===== src/exc_pkg.sv =====
package exc_pkg;

    // 7-bit code, zero means no exception
    typedef logic [6:0] exc_code_t;

    localparam exc_code_t exc_none = 7'h00;

    // Page invalid, split by access kind
    localparam exc_code_t exc_pil = 7'h01;
    localparam exc_code_t exc_pis = 7'h02;
    localparam exc_code_t exc_pif = 7'h03;

    // Store to a clean page
    localparam exc_code_t exc_pme = 7'h04;

    // Page privilege violation
    localparam exc_code_t exc_ppi = 7'h07;

    // Address errors, fetch and memory side share the ecode, bit 6 tells them apart
    localparam exc_code_t exc_adef = 7'h08;
    localparam exc_code_t exc_adem = 7'h48;

    // TLB refill
    localparam exc_code_t exc_tlbr = 7'h3f;

endpackage


===== src/mmu_pkg.sv =====
package mmu_pkg;

    // TLB geometry
    localparam int tlb_num   = 16;
    localparam int tlb_idx_w = 4;

    // 4 KB pages only, so page numbers are vaddr/paddr bits 31..12
    typedef logic [19:0] vppn_t;
    typedef logic [19:0] ppn_t;
    typedef logic [9:0]  asid_t;
    typedef logic [1:0]  plv_t;

    // Privilege levels the windows care about
    localparam plv_t plv_kern = 2'd0;
    localparam plv_t plv_user = 2'd3;

    // Access kind of a request
    typedef enum logic [1:0] {
        mem_load  = 2'd0,
        mem_store = 2'd1,
        mem_fetch = 2'd2
    } mem_type_t;

    // One TLB entry, one page per entry
    typedef struct packed {
        vppn_t vppn;
        asid_t asid;
        logic  g;
        logic  e;
        ppn_t  ppn;
        plv_t  plv;
        logic  v;
        logic  d;
    } tlb_entry_t;

endpackage


===== src/tlb_search_if.sv =====
`timescale 1ns/1ps

interface tlb_search_if;

    import mmu_pkg::*;

    // Search result of one port
    logic found;
    ppn_t ppn;
    plv_t plv;
    logic v;
    logic d;

    modport source (
        output found,
        output ppn,
        output plv,
        output v,
        output d
    );

    modport sink (
        input found,
        input ppn,
        input plv,
        input v,
        input d
    );

endinterface

===== src/dmw_match.sv =====
`timescale 1ns/1ps

module dmw_match (
    input  logic           dmw0_plv0,
    input  logic           dmw0_plv3,
    input  logic           dmw1_plv0,
    input  logic           dmw1_plv3,
    input  logic [2:0]     dmw0_vseg,
    input  logic [2:0]     dmw0_pseg,
    input  logic [2:0]     dmw1_vseg,
    input  logic [2:0]     dmw1_pseg,
    input  logic [31:0]    s0_vaddr,
    input  logic [31:0]    s1_vaddr,
    input  mmu_pkg::plv_t  s0_plv,
    input  mmu_pkg::plv_t  s1_plv,
    output logic           s0_dmw_hit,
    output logic           s1_dmw_hit,
    output logic [31:0]    s0_dmw_paddr,
    output logic [31:0]    s1_dmw_paddr
);

    import mmu_pkg::*;

    logic s0_win0;
    logic s0_win1;
    logic s1_win0;
    logic s1_win1;

    // Window enabled for this level and segment equal to vaddr[31:29]
    function automatic logic win_hit(
        input logic        en_plv0,
        input logic        en_plv3,
        input logic [2:0]  vseg,
        input logic [31:0] vaddr,
        input plv_t        plv
    );
        return ((en_plv0 && (plv == plv_kern)) || (en_plv3 && (plv == plv_user)))
               && (vseg == vaddr[31:29]);
    endfunction

    assign s0_win0 = win_hit(dmw0_plv0, dmw0_plv3, dmw0_vseg, s0_vaddr, s0_plv);
    assign s0_win1 = win_hit(dmw1_plv0, dmw1_plv3, dmw1_vseg, s0_vaddr, s0_plv);
    assign s1_win0 = win_hit(dmw0_plv0, dmw0_plv3, dmw0_vseg, s1_vaddr, s1_plv);
    assign s1_win1 = win_hit(dmw1_plv0, dmw1_plv3, dmw1_vseg, s1_vaddr, s1_plv);

    assign s0_dmw_hit = s0_win0 || s0_win1;
    assign s1_dmw_hit = s1_win0 || s1_win1;

    // Window 0 takes precedence when both match
    assign s0_dmw_paddr = {s0_win0 ? dmw0_pseg : dmw1_pseg, s0_vaddr[28:0]};
    assign s1_dmw_paddr = {s1_win0 ? dmw0_pseg : dmw1_pseg, s1_vaddr[28:0]};

endmodule


===== src/mmu_top.sv =====
`timescale 1ns/1ps

module mmu_top (
    input  logic                          clk,
    input  logic                          reset,
    input  logic                          pg,
    input  mmu_pkg::asid_t                asid,
    input  logic                          dmw0_plv0,
    input  logic                          dmw0_plv3,
    input  logic [2:0]                    dmw0_vseg,
    input  logic [2:0]                    dmw0_pseg,
    input  logic                          dmw1_plv0,
    input  logic                          dmw1_plv3,
    input  logic [2:0]                    dmw1_vseg,
    input  logic [2:0]                    dmw1_pseg,
    input  logic                          tlb_we,
    input  logic [mmu_pkg::tlb_idx_w-1:0] tlb_windex,
    input  mmu_pkg::tlb_entry_t           tlb_wentry,
    input  logic                          s0_req,
    input  logic [31:0]                   s0_vaddr,
    input  mmu_pkg::mem_type_t            s0_mem_type,
    input  mmu_pkg::plv_t                 s0_plv,
    input  logic                          s1_req,
    input  logic [31:0]                   s1_vaddr,
    input  mmu_pkg::mem_type_t            s1_mem_type,
    input  mmu_pkg::plv_t                 s1_plv,
    output logic                          s0_valid,
    output logic [31:0]                   s0_paddr,
    output exc_pkg::exc_code_t            s0_exception,
    output logic                          s1_valid,
    output logic [31:0]                   s1_paddr,
    output exc_pkg::exc_code_t            s1_exception
);

    logic        s0_dmw_hit;
    logic        s1_dmw_hit;
    logic [31:0] s0_dmw_paddr;
    logic [31:0] s1_dmw_paddr;

    tlb_search_if s0_tlb ();
    tlb_search_if s1_tlb ();

    // TLB search on the upper 20 address bits
    tlb_lookup u_tlb_lookup (
        .clk        (clk),
        .reset      (reset),
        .tlb_we     (tlb_we),
        .tlb_windex (tlb_windex),
        .tlb_wentry (tlb_wentry),
        .asid       (asid),
        .s0_vppn    (s0_vaddr[31:12]),
        .s1_vppn    (s1_vaddr[31:12]),
        .s0_res     (s0_tlb),
        .s1_res     (s1_tlb)
    );

    dmw_match u_dmw_match (
        .dmw0_plv0    (dmw0_plv0),
        .dmw0_plv3    (dmw0_plv3),
        .dmw1_plv0    (dmw1_plv0),
        .dmw1_plv3    (dmw1_plv3),
        .dmw0_vseg    (dmw0_vseg),
        .dmw0_pseg    (dmw0_pseg),
        .dmw1_vseg    (dmw1_vseg),
        .dmw1_pseg    (dmw1_pseg),
        .s0_vaddr     (s0_vaddr),
        .s1_vaddr     (s1_vaddr),
        .s0_plv       (s0_plv),
        .s1_plv       (s1_plv),
        .s0_dmw_hit   (s0_dmw_hit),
        .s1_dmw_hit   (s1_dmw_hit),
        .s0_dmw_paddr (s0_dmw_paddr),
        .s1_dmw_paddr (s1_dmw_paddr)
    );

    tlb_exp_handler u_tlb_exp_handler (
        .clk          (clk),
        .reset        (reset),
        .pg           (pg),
        .s0_req       (s0_req),
        .s1_req       (s1_req),
        .s0_vaddr     (s0_vaddr),
        .s1_vaddr     (s1_vaddr),
        .s0_mem_type  (s0_mem_type),
        .s1_mem_type  (s1_mem_type),
        .s0_plv       (s0_plv),
        .s1_plv       (s1_plv),
        .s0_tlb       (s0_tlb),
        .s1_tlb       (s1_tlb),
        .s0_dmw_hit   (s0_dmw_hit),
        .s1_dmw_hit   (s1_dmw_hit),
        .s0_dmw_paddr (s0_dmw_paddr),
        .s1_dmw_paddr (s1_dmw_paddr),
        .s0_valid     (s0_valid),
        .s1_valid     (s1_valid),
        .s0_paddr     (s0_paddr),
        .s1_paddr     (s1_paddr),
        .s0_exception (s0_exception),
        .s1_exception (s1_exception)
    );

endmodule


===== src/tlb_exp_handler.sv =====
`timescale 1ns/1ps

module tlb_exp_handler (
    input  logic                  clk,
    input  logic                  reset,
    input  logic                  pg,
    input  logic                  s0_req,
    input  logic                  s1_req,
    input  logic [31:0]           s0_vaddr,
    input  logic [31:0]           s1_vaddr,
    input  mmu_pkg::mem_type_t    s0_mem_type,
    input  mmu_pkg::mem_type_t    s1_mem_type,
    input  mmu_pkg::plv_t         s0_plv,
    input  mmu_pkg::plv_t         s1_plv,
    tlb_search_if.sink            s0_tlb,
    tlb_search_if.sink            s1_tlb,
    input  logic                  s0_dmw_hit,
    input  logic                  s1_dmw_hit,
    input  logic [31:0]           s0_dmw_paddr,
    input  logic [31:0]           s1_dmw_paddr,
    output logic                  s0_valid,
    output logic                  s1_valid,
    output logic [31:0]           s0_paddr,
    output logic [31:0]           s1_paddr,
    output exc_pkg::exc_code_t    s0_exception,
    output exc_pkg::exc_code_t    s1_exception
);

    import mmu_pkg::*;
    import exc_pkg::*;

    exc_code_t   s0_exc_c;
    exc_code_t   s1_exc_c;
    logic [31:0] s0_paddr_c;
    logic [31:0] s1_paddr_c;

    // Priority chain, ade_code differs between fetch and memory ports
    function automatic exc_code_t exc_sel(
        input exc_code_t   ade_code,
        input plv_t        plv,
        input logic [31:0] vaddr,
        input mem_type_t   mem_type,
        input logic        found,
        input logic        v,
        input logic        d,
        input plv_t        page_plv
    );
        exc_code_t code;
        code = exc_none;
        if (plv == plv_user && vaddr[31]) begin
            code = ade_code;
        end else if (!found) begin
            code = exc_tlbr;
        end else if (!v) begin
            case (mem_type)
                mem_fetch: code = exc_pif;
                mem_load:  code = exc_pil;
                mem_store: code = exc_pis;
                default:   code = exc_none;
            endcase
        end else if (plv > page_plv) begin
            code = exc_ppi;
        end else if (mem_type == mem_store && !d) begin
            code = exc_pme;
        end
        return code;
    endfunction

    // Windows and direct translation never fault
    assign s0_exc_c = (pg && !s0_dmw_hit) ? exc_sel(exc_adef, s0_plv, s0_vaddr, s0_mem_type,
        s0_tlb.found, s0_tlb.v, s0_tlb.d, s0_tlb.plv) : exc_none;
    assign s1_exc_c = (pg && !s1_dmw_hit) ? exc_sel(exc_adem, s1_plv, s1_vaddr, s1_mem_type,
        s1_tlb.found, s1_tlb.v, s1_tlb.d, s1_tlb.plv) : exc_none;

    // Direct, window or page translation
    assign s0_paddr_c = !pg ? s0_vaddr : s0_dmw_hit ? s0_dmw_paddr : {s0_tlb.ppn, s0_vaddr[11:0]};
    assign s1_paddr_c = !pg ? s1_vaddr : s1_dmw_hit ? s1_dmw_paddr : {s1_tlb.ppn, s1_vaddr[11:0]};

    always_ff @(posedge clk) begin
        if (reset) begin
            s0_valid <= 1'b0;
            s1_valid <= 1'b0;
        end else begin
            s0_valid <= s0_req;
            s1_valid <= s1_req;
        end
    end

    // Result payload, captured with the request
    always_ff @(posedge clk) begin
        if (s0_req) begin
            s0_paddr     <= s0_paddr_c;
            s0_exception <= s0_exc_c;
        end
        if (s1_req) begin
            s1_paddr     <= s1_paddr_c;
            s1_exception <= s1_exc_c;
        end
    end

endmodule


===== src/tlb_lookup.sv =====
`timescale 1ns/1ps

module tlb_lookup (
    input  logic                         clk,
    input  logic                         reset,
    input  logic                         tlb_we,
    input  logic [mmu_pkg::tlb_idx_w-1:0] tlb_windex,
    input  mmu_pkg::tlb_entry_t          tlb_wentry,
    input  mmu_pkg::asid_t               asid,
    input  mmu_pkg::vppn_t               s0_vppn,
    input  mmu_pkg::vppn_t               s1_vppn,
    tlb_search_if.source                 s0_res,
    tlb_search_if.source                 s1_res
);

    import mmu_pkg::*;

    tlb_entry_t entries [tlb_num];

    logic [tlb_num-1:0]   s0_hits;
    logic [tlb_num-1:0]   s1_hits;
    logic [tlb_idx_w-1:0] s0_idx;
    logic [tlb_idx_w-1:0] s1_idx;

    // Only the exist bits are cleared, the rest is don't care until written
    always_ff @(posedge clk) begin
        if (reset) begin
            for (int i = 0; i < tlb_num; i++) begin
                entries[i].e <= 1'b0;
            end
        end else if (tlb_we) begin
            entries[tlb_windex] <= tlb_wentry;
        end
    end

    // Match vector for one virtual page, global entries ignore the ASID
    function automatic logic [tlb_num-1:0] hit_vec(input vppn_t vppn);
        logic [tlb_num-1:0] hits;
        hits = '0;
        for (int i = 0; i < tlb_num; i++) begin
            hits[i] = entries[i].e && (entries[i].vppn == vppn)
                      && (entries[i].g || (entries[i].asid == asid));
        end
        return hits;
    endfunction

    // Lowest matching index wins
    function automatic logic [tlb_idx_w-1:0] first_idx(input logic [tlb_num-1:0] hits);
        logic [tlb_idx_w-1:0] idx;
        idx = '0;
        for (int i = tlb_num - 1; i >= 0; i--) begin
            if (hits[i]) begin
                idx = tlb_idx_w'(i);
            end
        end
        return idx;
    endfunction

    always_comb begin
        s0_hits = hit_vec(s0_vppn);
        s1_hits = hit_vec(s1_vppn);
        s0_idx  = first_idx(s0_hits);
        s1_idx  = first_idx(s1_hits);
    end

    // Port 0 result
    assign s0_res.found = |s0_hits;
    assign s0_res.ppn   = entries[s0_idx].ppn;
    assign s0_res.plv   = entries[s0_idx].plv;
    assign s0_res.v     = entries[s0_idx].v;
    assign s0_res.d     = entries[s0_idx].d;

    // Port 1 result
    assign s1_res.found = |s1_hits;
    assign s1_res.ppn   = entries[s1_idx].ppn;
    assign s1_res.plv   = entries[s1_idx].plv;
    assign s1_res.v     = entries[s1_idx].v;
    assign s1_res.d     = entries[s1_idx].d;

endmodule


===== config.mk =====
export PLATFORM = sky130hd
export DESIGN_NAME = mmu_top
export DESIGN_NICKNAME = d
export VERILOG_FILES = /design/src/exc_pkg.sv /design/src/mmu_pkg.sv /design/src/tlb_search_if.sv /design/src/dmw_match.sv /design/src/mmu_top.sv /design/src/tlb_exp_handler.sv /design/src/tlb_lookup.sv
export SDC_FILE = /design/constraint.sdc
export NUM_CORES = 2
export LEC_CHECK = 0
export ABC_AREA = 1
export BUFFER_PORTS_ARGS = -buffer_cell sky130_fd_sc_hd__buf_2
export CORE_ASPECT_RATIO = 0.7
export CORE_MARGIN = 3
export CORE_UTILIZATION = 46
export CTS_CLUSTER_SIZE = 14
export DETAILED_ROUTE_END_ITERATION = 12
export GPL_TIMING_DRIVEN = 0
export SLEW_MARGIN = 0
export SYNTH_ARGS = -nofsm -noshare
export SYNTH_HDL_FRONTEND = slang
export SYNTH_HIERARCHICAL = 1
export SYNTH_SLANG_ARGS = --single-unit
export TNS_END_PERCENT = 100

===== constraint.sdc =====
create_clock -name clk -period 7.4 [get_ports clk]
set_input_delay 0.37 -clock clk [delete_from_list [all_inputs] [get_ports clk]]
set_output_delay 0.37 -clock clk [all_outputs]
set_load 0.05 [all_outputs]

==> results_dict.tcl <==
set metrics [dict create \
    status "complete, no violations" \
    grt_first_pass_wirelength_um 377700 \
    vias_per_cell 6.529 \
    hold_class "primary input to flip-flop" \
    grt_pass1_vias 46740 \
    insertion_delay_ns 0.76 \
    synth.distinct_cells 67 \
    rsz0062_at_grt "no" \
    endpoint_kind "flip-flop" \
    initial_core_util_pct 46.86 \
    synth_area_leaders "edfxtp_1, nand2_1, nand3_1, inv_1, nor2_1" \
    maxSlewViolCount 0 \
    grt-ovfl-total 0 \
    netlist.area_leader.share_pct 53.54 \
    port_buffers 233 \
    yosys_warnings 6 \
    synth-edff-count 971 \
    synth-compound-area-share_pct 6.374 \
    finalWirelength_um 282300 \
    cpPeakStageDelay_ns 0.97 \
    dpl_worst_slack_ns 0.9943 \
    met2_length_um 104900 \
    layout_setup_ws_ns 0.4584 \
    synth_top_family_by_area "simple AND/OR/NAND/NOR gates" \
    htreeDepth 3 \
    grt_antenna_before_repair 33 \
    rows 104 \
    netlist_area_mm2 0.05446 \
    finalHoldViolations 0 \
    dpl.cell_count 7938 \
    cts_buffers 102 \
    wl_met1_um 111400 \
    hpwl_um 199900 \
    final.setup.tns_ns 0 \
    leakagePower_nw 25.42 \
    max-clock-path-buffers 3 \
    synth_xor_area_share_pct 4.326 \
    drc_errors 0 \
    die_h_um 293.9 \
    vdd_drop_max_uv 200.6 \
    synth_top_area_cell "edfxtp_1" \
    worst-path-max-fanout 10 \
    nets 6712 \
    ios 244 \
    start_kind "primary input" \
    vias 53350 \
    clock_sinks 973 \
    timing.fmax_mhz 144.1 \
    syn_avg_cell_area_um2 8.879 \
    root_buffer "clkbuf_16" \
    skew_ns 0.05393 \
    highest_layer "met5" \
    die_w_um 417.2 \
    cts_tree "yes" \
    yosysMostFrequentCell "nand2_1" \
    hold_ws_ns 0.03589 \
    synth.net_count 6309 \
    grtUsageTotal_pct 44.53 \
    critPathArrivalTime_ns 7.41 \
    setup_viol 0 \
    die_area_mm2 0.1226 \
    dr.pass1.iters 8 \
    yosys_most_used_dff "edfxtp_1" \
    yosys_register_bits 973 \
    synth-simple-area-share_pct 27.59 \
    grt_max_degree 40 \
    maxCapViolCount 0 \
    path_clk_slew_ns 0.06 \
    synth-adder-area-share_pct 0.2757 \
    area_delta_synth_final_pct 14.15 \
    synth_cells 6133 \
    tightest_slew_ns 1.485 \
    cp_common_cell "nand2_1" \
    finalNonFillerCells 8171 \
    netlist_top_cells_count "nand2_1, edfxtp_1, nand3_1" \
    drt_iter0_markers 11060 \
    postRouteAntennaNets 0 \
    drive_above_1_share_pct 13.19 \
    min_period_ns 6.942 \
    maxSlewHeadroom_pct 1.007 \
    wl_per_cell_um 34.55 \
    post_cts_resized 0 \
    rr_worst_depth 31 \
    synthArstFlopShare_pct 0 \
    finalCritPeriodShare_pct 93.81 \
    crit_type "primary input to flip-flop" \
    ys_seq_area_share_pct 53.62 \
    cp_slowest_cell "nor3_1" \
    synth.area.mux_share_pct 0.6341 \
    critPathRequiredTime_ns 7.87 \
    p_per_area_mw_per_mm2 209.8 \
    whs_path_depth 3 \
    met3WireLength_um 54500 \
    place_congestion 1.056 \
    design.core.area_mm2 0.1162 \
]
## logic make-up (layout without fill, tap and decap cells)
| logic type | Yosys count | after routing |
|---|---|---|
| XOR/XNOR | 269 | 269 |
| AO/OA/AOI/OAI | 543 | 543 |
| buffers and inverters | 831 | 1319 |
| other | 1 | 14 |
| multiplexers | 24 | 24 |
| flip-flops | 973 | 973 |
| AND/OR/NAND/NOR | 3480 | 3480 |
| adder cells (fa/ha/maj) | 12 | 12 |
## cell type report
type,instances,area [um2]
diodes,13,32.53
plain buffers,410,2330
clock buffers,126,2664
clock inverters,63,743.2
fillers,10700,54040
inverters,421,1582
multi-input cells,4329,21490
flip-flops and latches,973,29200
well taps,1537,1923
repair buffers,299,2202
## placed cells by master (no fill, tap or decap), drive strengths merged, types with 3 or more instances in the layout
master	Yosys	layout
a2111oi	10	10
a211oi	21	21
a21boi	4	4
a21oi	26	26
a221oi	54	54
and2	12	12
and3	8	8
buf	332	600
bufinv	0	13
clkbuf	78	204
clkinv	4	44
clkinvlp	0	8
diode	0	13
dlygate4sd3	0	31
edfxtp	971	971
ha	12	12
inv	417	419
mux2	24	24
nand2	1963	1963
nand3	842	842
nand3b	19	19
nand4	103	103
nor2	351	351
nor3	50	50
nor3b	10	10
nor4	71	71
nor4b	7	7
o2111ai	24	24
o211ai	11	11
o21ai	196	196
o21bai	6	6
o221ai	3	3
o22ai	174	174
o41ai	4	4
or2	38	38
or4	3	3
xnor2	131	131
xor2	138	138
## power by group
part | switching [mW] | internal, mW
clock network | 2.38 | 3.03
logic | 1.08 | 0.330
registers | 0.0577 | 6.17
total | 3.51 | 9.53
## metrics by stage
step	util, %	power [mW]	area, um2
after global routing	53.47	13.31	62140
final	53.49	13.04	62160
after global placement	49.52	7.639	57550
after detailed placement	50.26	7.649	58410
after CTS	53.46	12.98	62130
after floorplan	-	6.982	54460
## state kept, by name (all words and copies together) (netlist names)
register                        cells
u_tlb_exp_handler/s0_exception      5
u_tlb_exp_handler/s1_exception      6
u_tlb_lookup/entries              896
u_tlb_exp_handler/s0_paddr         32
u_tlb_exp_handler/s0_valid          1
u_tlb_exp_handler/s1_paddr         32
u_tlb_exp_handler/s1_valid          1
## path summary, 6_finish.rpt
path	startpoint	end	slack [ns]
max reg2reg	u_tlb_lookup/entries[9][40]	u_tlb_exp_handler/s0_exception[0]	1.25
min	s0_vaddr[15]	u_tlb_exp_handler/s0_paddr[15]	0.04
min reg2reg	u_tlb_lookup/entries[12][20]	u_tlb_exp_handler/s0_paddr[28]	0.92
max	s0_vaddr[28]	u_tlb_exp_handler/s0_exception[0]	0.46
## what timing repair did
item	CTS	global route
setup buffers	0	0
hold buffers	31	0
endpoints found under the hold margin	32	0
## worst max-delay path, delay by kind of cell
family	cells	cell delay (ns)
simple gates	25	3.99
buf+inv	8	2.68
fa+ha+maj	1	0.30
## layer usage
metal / vias up / GRT usage, %
met5: - / 0.5778
met4: 18 / 14.60
met3: 732 / 23.09
met2: 5010 / 57.60
met1: 25730 / 63.22
li1: 21860 / -
No activity file was read; power rests on OpenSTA's default activity.
